==> src/include/vehicle_consts.svh <==
`ifndef VEHICLE_CONSTS_SVH
`define VEHICLE_CONSTS_SVH

// ====================
// engine and throttle
// ====================
`define VEH_IDLE_RPM        800
`define VEH_DEAD_ZONE       5
`define VEH_RELEASE_STEP    8
`define VEH_IDLE_ACCEL_GAIN 20
`define VEH_IDLE_RPM_MAX    4000
`define VEH_DRIVE_RPM_MAX   8000
`define VEH_REDLINE_GATE    7900
`define VEH_RPM_BASE_MAX    10000

// per-gear rpm per km/h
`define VEH_RPM_FACTOR_G1   100
`define VEH_RPM_FACTOR_G2   60
`define VEH_RPM_FACTOR_G3   40
`define VEH_RPM_FACTOR_G4   30
`define VEH_RPM_FACTOR_G5   24
`define VEH_RPM_FACTOR_G6   18

// ====================
// speed limits and resistance
// ====================
`define VEH_TOP_SPEED       250
`define VEH_REV_SPEED_MAX   50
`define VEH_ESS_SPEED       50
`define VEH_ROLL_RES        5
`define VEH_AIR_DRAG        100
`define VEH_AIR_DRAG_SPEED  180

// brake steps in km/h per tick, banded by speed
`define VEH_BRAKE_BAND_HI   150
`define VEH_BRAKE_BAND_MID  80
`define VEH_HARD_STEP_HI    2
`define VEH_HARD_STEP_MID   4
`define VEH_HARD_STEP_LO    8
`define VEH_NORM_STEP_HI    1
`define VEH_NORM_STEP_MID   2
`define VEH_NORM_STEP_LO    3

// ====================
// shift points and coast drag
// ====================
// downshift points, upshift sits one hysteresis step above
`define VEH_SHIFT_12        20
`define VEH_SHIFT_23        31
`define VEH_SHIFT_34        50
`define VEH_SHIFT_45        71
`define VEH_SHIFT_56        105
`define VEH_SHIFT_HYST      5

// ticks per 1 km/h lost while coasting
`define VEH_DRAG_G1         1
`define VEH_DRAG_G2         3
`define VEH_DRAG_G3         6
`define VEH_DRAG_G4         10
`define VEH_DRAG_G5_FAST    8
`define VEH_DRAG_G5_SLOW    15
`define VEH_DRAG_G5_SPEED   120
`define VEH_DRAG_G6_FAST    2
`define VEH_DRAG_G6_MID     5
`define VEH_DRAG_G6_SLOW    20
`define VEH_DRAG_G6_SPEED_HI  170
`define VEH_DRAG_G6_SPEED_MID 140

`endif

==> src/source/vehicle_pkg.sv <==
`default_nettype none

package vehicle_pkg;

    // ====================
    // selector and widths
    // ====================
    // selector encoding matches the shifter switch codes
    typedef enum logic [3:0] {
        SEL_P = 4'd3,
        SEL_R = 4'd6,
        SEL_N = 4'd9,
        SEL_D = 4'd12
    } gear_sel_e;

    // km/h
    typedef logic [7:0]  speed_t;
    typedef logic [13:0] rpm_t;
    // raw pedal adc value
    typedef logic [7:0]  accel_t;
    // gear 1 to 6
    typedef logic [2:0]  gear_t;

    // ====================
    // driver controls
    // ====================
    typedef struct packed {
        logic      engine_on;
        gear_sel_e selector;
        accel_t    accel;
        logic      brake_normal;
        logic      brake_hard;
    } driver_s;

endpackage

`default_nettype wire

==> src/source/throttle_filter.sv <==
`timescale 1ns/10ps
`default_nettype none

`include "vehicle_consts.svh"

module throttle_filter (
    input  wire                  clk,
    input  wire                  rst,
    input  wire                  tick_speed,
    input  vehicle_pkg::accel_t  accel,
    output vehicle_pkg::accel_t  eff_accel,
    output vehicle_pkg::accel_t  smooth_accel,
    output logic [1:0]           jitter
);

    // small pedal readings are adc noise, treat them as released
    always_comb begin
        if (accel > vehicle_pkg::accel_t'(`VEH_DEAD_ZONE)) begin
            eff_accel = accel - vehicle_pkg::accel_t'(`VEH_DEAD_ZONE);
        end else begin
            eff_accel = '0;
        end
    end

    // ====================
    // smoothing and jitter
    // ====================
    // press is followed at once, release only in steps so rpm sags slowly
    always_ff @(posedge clk or posedge rst) begin
        if (rst) begin
            smooth_accel <= '0;
            jitter       <= '0;
        end else if (tick_speed) begin
            jitter <= jitter + 2'd1;
            if (eff_accel > smooth_accel) begin
                smooth_accel <= eff_accel;
            end else if (eff_accel < smooth_accel) begin
                if (smooth_accel >= vehicle_pkg::accel_t'(`VEH_RELEASE_STEP)) begin
                    smooth_accel <= smooth_accel - vehicle_pkg::accel_t'(`VEH_RELEASE_STEP);
                end else begin
                    // close to the target, no room for another full step
                    smooth_accel <= eff_accel;
                end
            end
        end
    end

endmodule

`default_nettype wire

==> src/source/speed_dynamics.sv <==
`timescale 1ns/10ps
`default_nettype none

`include "vehicle_consts.svh"

module speed_dynamics (
    input  wire                   clk,
    input  wire                   rst,
    input  wire                   tick_speed,
    input  vehicle_pkg::driver_s  driver,
    input  vehicle_pkg::accel_t   eff_accel,
    input  vehicle_pkg::gear_t    gear,
    input  vehicle_pkg::rpm_t     rpm,
    output vehicle_pkg::speed_t   speed,
    output logic                  ess,
    output logic                  coast_step
);

    logic [9:0]          power;
    logic [9:0]          resistance;
    vehicle_pkg::speed_t brake_step;
    vehicle_pkg::speed_t braked_speed;
    logic                accel_ok;
    logic [4:0]          drag_interval;
    logic [4:0]          drag_cnt;

    // ====================
    // force balance
    // ====================
    always_comb begin
        power = '0;
        if (driver.engine_on && driver.selector == vehicle_pkg::SEL_D) begin
            power = {2'b00, eff_accel};
        end else if (driver.engine_on && driver.selector == vehicle_pkg::SEL_R) begin
            // reverse gets half the drive
            power = {3'b000, eff_accel[7:1]};
        end

        resistance = {2'b00, speed} + 10'(`VEH_ROLL_RES);
        if (speed >= vehicle_pkg::speed_t'(`VEH_AIR_DRAG_SPEED)) begin
            resistance = resistance + 10'(`VEH_AIR_DRAG);
        end
    end

    // no gain past top speed, redline, or the reverse limit
    assign accel_ok = (speed < vehicle_pkg::speed_t'(`VEH_TOP_SPEED)) &&
                      (rpm < vehicle_pkg::rpm_t'(`VEH_REDLINE_GATE)) &&
                      !(driver.selector == vehicle_pkg::SEL_R &&
                        speed >= vehicle_pkg::speed_t'(`VEH_REV_SPEED_MAX));

    // ====================
    // brake step
    // ====================
    // hard brake bites less at high speed, the tyres slide
    always_comb begin
        if (driver.brake_hard) begin
            if (speed > vehicle_pkg::speed_t'(`VEH_BRAKE_BAND_HI)) begin
                brake_step = vehicle_pkg::speed_t'(`VEH_HARD_STEP_HI);
            end else if (speed > vehicle_pkg::speed_t'(`VEH_BRAKE_BAND_MID)) begin
                brake_step = vehicle_pkg::speed_t'(`VEH_HARD_STEP_MID);
            end else begin
                brake_step = vehicle_pkg::speed_t'(`VEH_HARD_STEP_LO);
            end
        end else begin
            if (speed > vehicle_pkg::speed_t'(`VEH_BRAKE_BAND_HI)) begin
                brake_step = vehicle_pkg::speed_t'(`VEH_NORM_STEP_HI);
            end else if (speed > vehicle_pkg::speed_t'(`VEH_BRAKE_BAND_MID)) begin
                brake_step = vehicle_pkg::speed_t'(`VEH_NORM_STEP_MID);
            end else begin
                brake_step = vehicle_pkg::speed_t'(`VEH_NORM_STEP_LO);
            end
        end
        braked_speed = (speed >= brake_step) ? speed - brake_step : '0;
    end

    // coast drag interval, gears 5 and 6 lose speed faster when fast
    always_comb begin
        case (gear)
            3'd1: drag_interval = 5'(`VEH_DRAG_G1);
            3'd2: drag_interval = 5'(`VEH_DRAG_G2);
            3'd3: drag_interval = 5'(`VEH_DRAG_G3);
            3'd4: drag_interval = 5'(`VEH_DRAG_G4);
            3'd5: begin
                if (speed >= vehicle_pkg::speed_t'(`VEH_DRAG_G5_SPEED)) begin
                    drag_interval = 5'(`VEH_DRAG_G5_FAST);
                end else begin
                    drag_interval = 5'(`VEH_DRAG_G5_SLOW);
                end
            end
            3'd6: begin
                if (speed >= vehicle_pkg::speed_t'(`VEH_DRAG_G6_SPEED_HI)) begin
                    drag_interval = 5'(`VEH_DRAG_G6_FAST);
                end else if (speed >= vehicle_pkg::speed_t'(`VEH_DRAG_G6_SPEED_MID)) begin
                    drag_interval = 5'(`VEH_DRAG_G6_MID);
                end else begin
                    drag_interval = 5'(`VEH_DRAG_G6_SLOW);
                end
            end
            default: drag_interval = 5'(`VEH_DRAG_G1);
        endcase
    end

    // ====================
    // speed update
    // ====================
    always_ff @(posedge clk or posedge rst) begin
        if (rst) begin
            speed      <= '0;
            ess        <= 1'b0;
            drag_cnt   <= '0;
            coast_step <= 1'b0;
        end else begin
            // lets the gear selector see the freshly updated speed
            coast_step <= tick_speed && !driver.brake_hard && !driver.brake_normal;
            if (tick_speed) begin
                if (driver.brake_hard) begin
                    speed <= braked_speed;
                    ess   <= speed > vehicle_pkg::speed_t'(`VEH_ESS_SPEED);
                end else if (driver.brake_normal) begin
                    speed <= braked_speed;
                    ess   <= 1'b0;
                end else begin
                    ess <= 1'b0;
                    if (power > resistance) begin
                        drag_cnt <= '0;
                        if (accel_ok) begin
                            speed <= speed + 8'd1;
                        end
                    end else if (power < resistance) begin
                        if (speed == '0) begin
                            drag_cnt <= '0;
                        end else if (drag_cnt >= drag_interval) begin
                            speed    <= speed - 8'd1;
                            drag_cnt <= '0;
                        end else begin
                            drag_cnt <= drag_cnt + 5'd1;
                        end
                    end else begin
                        drag_cnt <= '0;
                    end
                end
            end
        end
    end

endmodule

`default_nettype wire

==> src/source/gear_selector.sv <==
`timescale 1ns/10ps
`default_nettype none

`include "vehicle_consts.svh"

module gear_selector (
    input  wire                    clk,
    input  wire                    rst,
    input  wire                    coast_step,
    input  vehicle_pkg::gear_sel_e selector,
    input  vehicle_pkg::accel_t    eff_accel,
    input  vehicle_pkg::speed_t    speed,
    output vehicle_pkg::gear_t     gear
);

    vehicle_pkg::gear_t gear_next;

    // ====================
    // next gear
    // ====================
    always_comb begin
        gear_next = gear;
        if (selector != vehicle_pkg::SEL_D) begin
            gear_next = 3'd1;
        end else if (eff_accel == '0) begin
            // gliding, gear follows the downshift table directly
            if (speed < vehicle_pkg::speed_t'(`VEH_SHIFT_12)) begin
                gear_next = 3'd1;
            end else if (speed < vehicle_pkg::speed_t'(`VEH_SHIFT_23)) begin
                gear_next = 3'd2;
            end else if (speed < vehicle_pkg::speed_t'(`VEH_SHIFT_34)) begin
                gear_next = 3'd3;
            end else if (speed < vehicle_pkg::speed_t'(`VEH_SHIFT_45)) begin
                gear_next = 3'd4;
            end else if (speed < vehicle_pkg::speed_t'(`VEH_SHIFT_56)) begin
                gear_next = 3'd5;
            end else begin
                gear_next = 3'd6;
            end
        end else begin
            // under load, shift up only past point plus hysteresis
            case (gear)
                3'd1: begin
                    if (speed >= vehicle_pkg::speed_t'(`VEH_SHIFT_12 + `VEH_SHIFT_HYST))
                        gear_next = 3'd2;
                end
                3'd2: begin
                    if (speed < vehicle_pkg::speed_t'(`VEH_SHIFT_12))
                        gear_next = 3'd1;
                    else if (speed >= vehicle_pkg::speed_t'(`VEH_SHIFT_23 + `VEH_SHIFT_HYST))
                        gear_next = 3'd3;
                end
                3'd3: begin
                    if (speed < vehicle_pkg::speed_t'(`VEH_SHIFT_23))
                        gear_next = 3'd2;
                    else if (speed >= vehicle_pkg::speed_t'(`VEH_SHIFT_34 + `VEH_SHIFT_HYST))
                        gear_next = 3'd4;
                end
                3'd4: begin
                    if (speed < vehicle_pkg::speed_t'(`VEH_SHIFT_34))
                        gear_next = 3'd3;
                    else if (speed >= vehicle_pkg::speed_t'(`VEH_SHIFT_45 + `VEH_SHIFT_HYST))
                        gear_next = 3'd5;
                end
                3'd5: begin
                    if (speed < vehicle_pkg::speed_t'(`VEH_SHIFT_45))
                        gear_next = 3'd4;
                    else if (speed >= vehicle_pkg::speed_t'(`VEH_SHIFT_56 + `VEH_SHIFT_HYST))
                        gear_next = 3'd6;
                end
                3'd6: begin
                    if (speed < vehicle_pkg::speed_t'(`VEH_SHIFT_56))
                        gear_next = 3'd5;
                end
                default: gear_next = 3'd1;
            endcase
        end
    end

    always_ff @(posedge clk or posedge rst) begin
        if (rst) begin
            gear <= 3'd1;
        end else if (coast_step) begin
            gear <= gear_next;
        end
    end

endmodule

`default_nettype wire

==> src/source/rpm_calc.sv <==
`timescale 1ns/10ps
`default_nettype none

`include "vehicle_consts.svh"

module rpm_calc (
    input  vehicle_pkg::driver_s  driver,
    input  vehicle_pkg::speed_t   speed,
    input  vehicle_pkg::gear_t    gear,
    input  vehicle_pkg::accel_t   smooth_accel,
    input  logic [1:0]            jitter,
    output vehicle_pkg::rpm_t     rpm
);

    logic [7:0]  factor;
    logic [15:0] idle_rpm;
    logic [15:0] base_rpm;
    logic [15:0] drive_rpm;

    // ====================
    // rpm per state
    // ====================
    always_comb begin
        case (gear)
            3'd1:    factor = 8'(`VEH_RPM_FACTOR_G1);
            3'd2:    factor = 8'(`VEH_RPM_FACTOR_G2);
            3'd3:    factor = 8'(`VEH_RPM_FACTOR_G3);
            3'd4:    factor = 8'(`VEH_RPM_FACTOR_G4);
            3'd5:    factor = 8'(`VEH_RPM_FACTOR_G5);
            3'd6:    factor = 8'(`VEH_RPM_FACTOR_G6);
            default: factor = 8'd0;
        endcase

        // park and neutral rev freely on the raw pedal, limiter keeps the jitter
        idle_rpm = 16'(`VEH_IDLE_RPM) + 16'(driver.accel) * 16'(`VEH_IDLE_ACCEL_GAIN) +
                   16'(jitter);
        if (idle_rpm > 16'(`VEH_IDLE_RPM_MAX)) begin
            idle_rpm = 16'(`VEH_IDLE_RPM_MAX) + 16'(jitter);
        end

        // in gear, rpm is tied to road speed
        base_rpm = 16'(speed) * 16'(factor);
        if (base_rpm < 16'(`VEH_IDLE_RPM)) begin
            base_rpm = 16'(`VEH_IDLE_RPM);
        end
        if (base_rpm > 16'(`VEH_RPM_BASE_MAX)) begin
            base_rpm = 16'(`VEH_IDLE_RPM);
        end
        // converter slip under throttle adds a little on top
        drive_rpm = base_rpm + {7'd0, smooth_accel, 1'b0} + 16'(jitter);
        if (drive_rpm > 16'(`VEH_DRIVE_RPM_MAX)) begin
            drive_rpm = 16'(`VEH_DRIVE_RPM_MAX);
        end

        if (!driver.engine_on) begin
            rpm = '0;
        end else if (driver.selector == vehicle_pkg::SEL_P ||
                     driver.selector == vehicle_pkg::SEL_N) begin
            rpm = vehicle_pkg::rpm_t'(idle_rpm);
        end else begin
            rpm = vehicle_pkg::rpm_t'(drive_rpm);
        end
    end

endmodule

`default_nettype wire

==> src/source/vehicle_top.sv <==
`timescale 1ns/10ps
`default_nettype none

module vehicle_top (
    input  wire                   clk,
    input  wire                   rst,
    input  wire                   tick_speed,
    input  vehicle_pkg::driver_s  driver,
    output vehicle_pkg::speed_t   speed,
    output vehicle_pkg::rpm_t     rpm,
    output vehicle_pkg::gear_t    gear,
    output logic                  ess
);

    vehicle_pkg::accel_t eff_accel;
    vehicle_pkg::accel_t smooth_accel;
    logic [1:0]          jitter;
    logic                coast_step;

    // ====================
    // pedal path
    // ====================
    throttle_filter u_throttle (
        .clk          (clk),
        .rst          (rst),
        .tick_speed   (tick_speed),
        .accel        (driver.accel),
        .eff_accel    (eff_accel),
        .smooth_accel (smooth_accel),
        .jitter       (jitter)
    );

    // ====================
    // vehicle motion
    // ====================
    speed_dynamics u_speed (
        .clk        (clk),
        .rst        (rst),
        .tick_speed (tick_speed),
        .driver     (driver),
        .eff_accel  (eff_accel),
        .gear       (gear),
        .rpm        (rpm),
        .speed      (speed),
        .ess        (ess),
        .coast_step (coast_step)
    );

    // gear is chosen one cycle after speed settles
    gear_selector u_gear (
        .clk        (clk),
        .rst        (rst),
        .coast_step (coast_step),
        .selector   (driver.selector),
        .eff_accel  (eff_accel),
        .speed      (speed),
        .gear       (gear)
    );

    // rpm loops back into speed_dynamics for the redline gate
    rpm_calc u_rpm (
        .driver       (driver),
        .speed        (speed),
        .gear         (gear),
        .smooth_accel (smooth_accel),
        .jitter       (jitter),
        .rpm          (rpm)
    );

endmodule

`default_nettype wire

==> config.mk <==
export PLATFORM = sky130hd
export DESIGN_NAME = vehicle_top
export DESIGN_NICKNAME = d
export VERILOG_FILES = /design/src/source/vehicle_pkg.sv /design/src/source/throttle_filter.sv /design/src/source/speed_dynamics.sv /design/src/source/gear_selector.sv /design/src/source/rpm_calc.sv /design/src/source/vehicle_top.sv
export VERILOG_INCLUDE_DIRS = /design/src /design/src/include
export SDC_FILE = /design/constraint.sdc
export NUM_CORES = 1
export LEC_CHECK = 0
export ABC_CLOCK_PERIOD_IN_PS = 27000
export BUFFER_PORTS_ARGS = -buffer_cell sky130_fd_sc_hd__buf_2
export CAP_MARGIN = 5
export CORE_ASPECT_RATIO = 1.1
export CORE_MARGIN = 4
export CORE_UTILIZATION = 50
export DETAILED_ROUTE_END_ITERATION = 8
export GPL_TIMING_DRIVEN = 1
export MAX_ROUTING_LAYER = met4
export PLACE_DENSITY = 0.65
export SYNTH_ARGS = -nofsm -noshare
export SYNTH_HDL_FRONTEND = slang
export SYNTH_SLANG_ARGS = --single-unit
==> constraint.sdc <==
create_clock -name clk -period 27 [get_ports clk]
set_clock_uncertainty 0.2 [all_clocks]
set_input_delay 5.4 -clock clk [delete_from_list [all_inputs] [get_ports clk]]
set_output_delay 5.4 -clock clk [all_outputs]
set_load 0.05 [all_outputs]
# == Yosys cells after proc, flatten, opt, wreduce, memory -nomap -nowiden ==
# Cells that the tools add are included.
# Widths: inputs -> output; s select.
# classes
n_addsub,14
mul,2
n_lt_le_gt_ge,32
eq_ne,19
muxes,54
bitwise,2
n_reduce_logical,20
# ops
op,count
$mux 8,15
$mux 14,4
$mux 3,17
$pmux 7 s6,1
$mux 16,2
$mux 5,6
$pmux 5 s5,1
$ge 8x6->1 const B,3
$ge 8x7->1 const B,3
$ge 8x8->1 const B,3
$mux 10,2
$ne 5x1->1 const B,4
$pmux 3 s6,1
$add 16x2->16,1
$add 16x9->16,1
$gt 16x12->1 const B,1
$gt 16x13->1 const B,1
$gt 16x14->1 const B,1
$logic_not 8->1,2
$lt 16x10->1 const B,1
$lt 8x5->1 const B,2
$lt 8x7->1 const B,2
$add 14x2->15,1
$mul 8x7->15,1
50 further kinds,67
# word_totals
regBits,28
inputBits,18

# == Longest topological paths before layout ==
# Gate-level depths: netlist of run 1.
# depth
word_depth,20
mapped_depth,38
depth_no_buf,35

# == Hierarchy ==
# From an unflattened synthesis of run 1, not the netlist that was laid out.
# unflattened
hier_cells,904
hier_area_um2,7174.4
# modules_own_cells
mod,instances,cells_each,area_each_um2,seq_area_each_um2
rpm_calc,1,401,3293.2,0.0
speed_dynamics,1,305,2294.7,375.4
throttle_filter,1,106,952.2,250.2
gear_selector,1,92,634.4,76.3

# == Worst setup path after synthesis of run 1 ==
# OpenSTA, ideal clock, no wires.
# synth_timing
path_kind,input -> output
start,input driver[3] (netlist bit)
end,output rpm[5]
t_arrival_ns,9.056
required_time_ns,21.400
setup_slack_ns,12.344
stages,12
n_path_buf,0
cell_sequence,ha_1 > ha_1 > inv_1 > fa_1 > xor2_1 > nor3b_2 > o21bai_1 > nor2_1 > o41ai_2 > nor2_1 > o21a_1 > a311oi_1
# synth_via
elab_chain_cells,7
# synth_lines
item,line,text
from (decl),vehicle_top.sv:8,"input vehicle_pkg::driver_s driver,"
$mul 8x3->11 *,rpm_calc.sv:35,idle_rpm = 16'(`VEH_IDLE_RPM) + 16'(driver.accel) * 16'(`VEH_IDLE_ACCEL_GAIN) +
$add 10x13->14 *,rpm_calc.sv:35,
$add 14x2->15 *,rpm_calc.sv:35,
$gt 16x12->1,rpm_calc.sv:37,if (idle_rpm > 16'(`VEH_IDLE_RPM_MAX)) begin
$mux 14 *,rpm_calc.sv:37,
$mux 14 *,rpm_calc.sv:57,end else if (driver.selector == vehicle_pkg::SEL_P ||
$mux 14 *,rpm_calc.sv:55,if (!driver.engine_on) begin
to (decl),vehicle_top.sv:10,"output vehicle_pkg::rpm_t rpm,"
# Every way passes the cells marked *; elsewhere a longest branch is shown, timed or not.

# == Final worst setup path of run 1 ==
# layout_timing
start,register u_gear.gear[2]
end,output rpm[9]
# layout_via
elab_chain_cells,13
elab_cells_between_ends,18
classes_between,add/sub: 2; mul: 1; order compare: 3; eq/ne: 6; mux: 6
# layout_lines
item,line,text
from (decl),gear_selector.sv:13,output vehicle_pkg::gear_t gear
from (signal assigned),gear_selector.sv:84,gear <= gear_next;
"$eq 3x3->1, or another cell as far along",rpm_calc.sv:24,case (gear)
$pmux 7 s6 *,rpm_calc.sv:24,
$mul 8x7->15 *,rpm_calc.sv:42,base_rpm = 16'(speed) * 16'(factor);
$lt 16x10->1,rpm_calc.sv:43,if (base_rpm < 16'(`VEH_IDLE_RPM)) begin
$mux 16 *,rpm_calc.sv:43,
$gt 16x14->1,rpm_calc.sv:46,if (base_rpm > 16'(`VEH_RPM_BASE_MAX)) begin
$mux 16 *,rpm_calc.sv:46,
$add 16x9->16 *,rpm_calc.sv:50,"drive_rpm = base_rpm + {7'd0, smooth_accel, 1'b0} + 16'(jitter);"
$add 16x2->16 *,rpm_calc.sv:50,
$gt 16x13->1,rpm_calc.sv:51,if (drive_rpm > 16'(`VEH_DRIVE_RPM_MAX)) begin
$mux 14 *,rpm_calc.sv:51,
$mux 14 *,rpm_calc.sv:57,
$mux 14 *,rpm_calc.sv:55,
# Marked as above.

==> results.toml, run 1 <==
[outcome]
status = "completed"

[route]
route.met3.wl_um = 689
wirelength_um = 18900
drtIter0Drc = 527
drc_errors = 0
dr_wl_met2_um = 8870
wl_met1_um = 8550
drt_pass1_iterations = 6
vias = 6450
ant_nets = 0
routedWlPerCell_um = 17.2
avgViaCountPerCell = 5.89
routed.top_layer = "met4"

[clocking]
clk_path_buf_depth = 2
cts_tree = "done"
post-cts-setup-buffers = 0
cts_root_buf = "clkbuf_16"
cts.reportedPaths.clkPinSlew_ps = 80
htreeDepth = 1
ctsResizeCount = 0
cts.sinks = 28
cts_hold_buffers = 0
cts_buffers = 3
insertion_delay_ps = 280

[yosys]
seq_area_frac_synth_pct = 9.99
synth_edf_count = 0
avgSynthCellArea_um2 = 7.90
synthTopCellsByArea = "ha_1 18%, dfrtp_1 9.6%, fa_1 8.6%"
synth_fp_nets = 1039
synth_cell_types = 93
yosysWarnings = 0
yosysTopAreaCellShare_pct = 18.2
yosys_most_used_dff = "dfrtp_1"
netlist_area_um2 = 7020
synth-seq-cells = 28
synth.largest_area_cell = "ha_1"
async_flop_share_pct = 100
synthCells = 889

[placed_design]
io_buffer_count = 42
dp.cells = 1092
place_hpwl_um = 15200
routabilityCongestion = 0.957

[sta]
drv_slew = 0
setup_violations = 0
finalSetupTns_ps = 0
rsz0062_at_grt = "false"
clock.fmax_ghz = 0.0687
worst_pin_slew_ps = 977
slew_headroom_pct = 34.9
finalCriticalPeriod_ps = 14560
hold_viol = 0
fin_crit_sh_pct = 53.9

[critical_path]
path_delay_family = "adder cells"
cpMostUsedCell = "fa_1"
cp_slowest_cell = "dfrtp_1"
worst-path-buf-inv = 3
arrival_ps = 8960
path_max_fanout = 22
cpPeakStageDelay_ps = 760
required_ps = 21400
cp-start-kind = "flip-flop"
cp-end-kind = "output pin"
path_class = "reg2out"

[floorplanning]
placementRows = 45
dieArea_um2 = 16000
start_util_pct = 50.9
pin_count = 44
die_width_um = 121
die_h_um = 132
coreArea_um2 = 13800

[global_routing]
grt-ovfl-total = 0
grt.total_usage_pct = 23.9
first_global_vias = 6093
grt_max_degree = 29
antenna_found_initial = 0
grt_pass1_wl_um = 30600

[flow_run]
drv_cap = 0

[layout]
syn_to_final_growth_pct = 6.52
drive_gt1_share_pct = 11.8
fin_cells = 1096
fin_nets = 1059
fin_util_pct = 54.2
num_antenna_cells = 0

[worst_hold_path]
hold_path_class = "reg2reg"
-- cell families after synthesis --
family	Yosys count	synth area share, %
AO/OA/AOI/OAI	245	25.9
multiplexers	9	1.35
flip-flops	28	9.99
XOR/XNOR	53	6.82
other	1	0.0534
adder cells (fa/ha/maj)	132	26.7
buffers and inverters	116	6.56
AND/OR/NAND/NOR	305	22.6
-- sequential cells by signal, summed over array words and instances (netlist names) --
register	count
u_speed.speed	8
u_throttle.smooth_accel	8
u_speed.drag_cnt	5
u_gear.gear	3
u_throttle.jitter	2
u_speed.coast_step	1
u_speed.ess	1
-- path summary, 6_finish.rpt --
path	start	to	slack [ps]	cells after the start
max in group asynchronous	rst	u_gear.gear[0]$_DFFE_PP1P_	21290	3
min in group asynchronous	rst	u_throttle.smooth_accel[5]$_DFFE_PP0P_	4980	3
setup / recovery	u_gear.gear[2]$_DFFE_PP0P_	rpm[9]	12440	29
hold reg to reg	u_speed.drag_cnt[4]$_DFFE_PP0P_	u_speed.drag_cnt[4]$_DFFE_PP0P_	310	1
hold / removal	u_speed.drag_cnt[4]$_DFFE_PP0P_	u_speed.drag_cnt[4]$_DFFE_PP0P_	310	1
setup reg to reg	u_gear.gear[2]$_DFFE_PP0P_	u_speed.speed[3]$_DFFE_PP0P_	17110	31
-- area by class of cell --
type	instances	area [µm²]
clock buffers	3	75.1
clock inverters	1	30.0
fillers	1341	6310
inverters	80	300
multi-input cells	745	5860
flip-flops and latches	28	702
well taps	188	235
repair buffers	51	278
-- Yosys cell counts (all sizes together), types with 10 or more instances --
master	instances
dfrtp	27
a21o	14
a31oi	14
xor2	19
nand3	21
inv	78
o21ai	53
nor3	16
ha	102
nand4	13
clkbuf	25
a21oi	51
o22ai	13
xnor2	34
buf	11
fa	30
nand2	61
a211oi	11
and3	14
or2	12
nor2	73
nand2b	18
o21a	10
and2	33
nor2b	14
o211ai	14
-- worst register-to-register path: cells and delay by family (launching register included) --
kind            cells  cell delay, ps
compound gates     11            3840
flops               1             760
simple gates        7            1040
fa+ha+maj           8            3150
xor+xnor            2             340
buf+inv             2             110
mux                 1             350
-- per-stage QoR --
| step | hold slack, ps | area, µm² | worst slack [ps] |
|---|---|---|---|
| 2_1_floorplan | 252 | 7020 | 12340 |
| 3_3_place_gp | 293 | 7380 | 12600 |
| 3_5_place_dp | 298 | 7380 | 12600 |
| 4_1_cts | 309 | 7480 | 12560 |
| 5_1_grt | 359 | 7480 | 11690 |
| 6_report | 311 | 7480 | 12440 |
-- routing by layer --
metal / GRT usage, % / up-vias
met1: 31.2 / 2998
met5: - / -
li1: - / 3225
met2: 38.9 / 185
met4: 8.56 / 0
met3: 1.55 / 42
-- cell usage in the layout, fill, tap and decap left out, types with 30 or more instances in the layout --
| cell type | n |
|---|---|
| nor2_1 | 72 |
| inv_1 | 78 |
| a21oi_1 | 47 |
| xnor2_1 | 32 |
| fa_1 | 30 |
| nand2_1 | 61 |
| o21ai_0 | 46 |
| and2_1 | 33 |
| ha_1 | 102 |
| buf_2 | 42 |
Power of run 1 is left out: the tool's default activity adds up to more than one toggle a clock period on the data nets, which glitch-free logic cannot reach.
==> inputs of run 2 (changes only) <==
ABC_AREA = 1   (was default)
ABC_CLOCK_PERIOD_IN_PS = 14100   (was 27000)
clock period = 14.1 ns   (was 27 ns; I/O delays follow)
==> results.toml, run 2 <==
[global_routing]
grt_pass1_wl_um = 30900
grt.total_usage_pct = 23.8
first_global_vias = 6551
antenna_found_initial = 0
grt-ovfl-total = 0
grt_max_degree = 29

[floorplanning]
start_util_pct = 51.7
coreArea_um2 = 13400
die_h_um = 131
placementRows = 44
die_width_um = 120
pin_count = 44
dieArea_um2 = 15800

[route]
drc_errors = 0
avgViaCountPerCell = 5.26
drt_pass1_iterations = 5
vias = 6853
wirelength_um = 18100
routedWlPerCell_um = 13.9
wl_met1_um = 8270
route.met3.wl_um = 683
drtIter0Drc = 418
routed.top_layer = "met4"
dr_wl_met2_um = 8970
ant_nets = 0

[yosys]
yosys.cell_count.top_type = "nand2_1"
yosys_most_used_dff = "dfrtp_1"
ys_top_cells_by_count = "251 x nand2_1, 185 x inv_1, 139 x nor2_1, 102 x ha_1, 63 x nand3_1"
synth_cell_types = 53
async_flop_share_pct = 100
avgSynthCellArea_um2 = 6.38
yosysWarnings = 0
yosysTopAreaCellShare_pct = 18.5
netlist_area_um2 = 6910
synth-seq-cells = 28
synth.largest_area_cell = "ha_1"
synth_fp_nets = 1233
synthTopCellsByArea = "ha_1 18%, nand2_1 14%, inv_1 10%"
synth_edf_count = 0
seq_area_frac_synth_pct = 10.2
synthCells = 1083

[clocking]
cts_tree = "done"
cts_hold_buffers = 0
insertion_delay_ps = 270
cts.sinks = 28
cts_root_buf = "clkbuf_16"
cts_buffers = 3
htreeDepth = 1
post-cts-setup-buffers = 0
cts.reportedPaths.clkPinSlew_ps = 70
ctsResizeCount = 0
clk_path_buf_depth = 2

[worst_hold_path]
hold-path-cell-count = 1
hold_path_class = "reg2reg"

[layout]
syn_to_final_growth_pct = 7.13
regArea_um2 = 702
fin_nets = 1269
fin_util_pct = 55.3
fillers = 1477
mostFrequentLayoutCell = "nand2_1"
final_cell_mix = "251 x nand2_1, 185 x inv_1, 139 x nor2_1, 102 x ha_1, 63 x nand3_1"
multiInputGateArea_um2 = 5400
reg_top3 = "u_speed.speed x8, u_throttle.smooth_accel x8, u_speed.drag_cnt x5"
num_antenna_cells = 0
drive_gt1_share_pct = 8.68

[sta]
rsz0062_at_grt = "false"
fin_crit_sh_pct = 80.5
finalCriticalPeriod_ps = 11350
worst_pin_slew_ps = 716
setup_violations = 0
slew_headroom_pct = 51.8
hold_viol = 0
clock.fmax_ghz = 0.0881
drv_slew = 0
holdWs_ps = 296
finalSetupTns_ps = 0

[critical_path]
cp-start-kind = "flip-flop"
arrival_ps = 8330
cp-end-kind = "output pin"
path_max_fanout = 11
cpMostUsedCell = "nand2_1"
path_class = "reg2out"
required_ps = 11080
cpPeakStageDelay_ps = 590
cp_slowest_cell = "dfrtp_1"
r2r_cells = 46

[placed_design]
io_buffer_count = 42
routabilityCongestion = 0.926
place_hpwl_um = 15200

[outcome]
status = "completed"

[flow_run]
drv_cap = 0
run 2: changes by cell type after synthesis, sizes merged, moves of 18 or more:
cell | previous run | this run
nand2b | 18 | 0
nand2 | 61 | 271
nand3 | 21 | 69
and2 | 33 | 1
xnor2 | 34 | 8
inv | 78 | 190
nor2 | 73 | 148
clkbuf | 25 | 3
run 2: logic make-up after synthesis:
group | Yosys count | synth area share, %
AND/OR/NAND/NOR | 540 | 34.6
multiplexers | 1 | 0.145
adder cells (fa/ha/maj) | 132 | 27.2
buffers and inverters | 207 | 11.7
AO/OA/AOI/OAI | 140 | 11.9
XOR/XNOR | 34 | 4.31
other | 1 | 0.0543
flip-flops | 28 | 10.2
run 2: area by class of cell:
cell class,count,area share [%]
clock buffer,3,1.01
timing repair buffer,44,3.14
inverter,194,9.87
multi-input combinational,848,73.0
clock inverter,1,0.406
sequential,28,9.48
tap,184,3.11
run 2: critical path, delay by kind of cell, from the launching register on:
family	cells	cell delay (ps)
adders and majority gates	9	3070
xor gates and xnor gates	2	420
buffers and inverters	6	920
and+or+nand+nor	19	2450
AOI/OAI and AO/OA	2	580
DFF	1	590
run 2: stage by stage:
step	worst slack (ps)	area [µm²]	instances
after global placement	3190	7280	1297
after global routing	2200	7400	1302
after CTS	2740	7390	1301
after floorplan	2960	6910	1083
final	2750	7400	1302
after detailed placement	3070	7280	1297
run 2: routing by layer:
| layer | global-route usage (%) | up-vias |
|---|---|---|
| li1 | - | 3561 |
| met1 | 31.0 | 3122 |
| met2 | 41.7 | 156 |
| met3 | 1.25 | 14 |
| met4 | 3.44 | 0 |
| met5 | - | - |
run 2: worst paths after layout:
kind | startpoint | end | slack (ps)
worst max-delay path | u_gear.gear[2]$_DFFE_PP0P_ | rpm[10] | 2750
worst min-delay path | u_throttle.jitter[0]$_DFFE_PP0P_ | u_throttle.jitter[0]$_DFFE_PP0P_ | 300
worst max register to register | u_gear.gear[2]$_DFFE_PP0P_ | u_speed.speed[0]$_DFFE_PP0P_ | 5400
worst min register to register | u_throttle.jitter[0]$_DFFE_PP0P_ | u_throttle.jitter[0]$_DFFE_PP0P_ | 300
max in group asynchronous | rst | u_gear.gear[0]$_DFFE_PP1P_ | 10680
min in group asynchronous | rst | u_speed.drag_cnt[0]$_DFFE_PP0P_ | 2420
Power of run 2 is left out for the same reason.
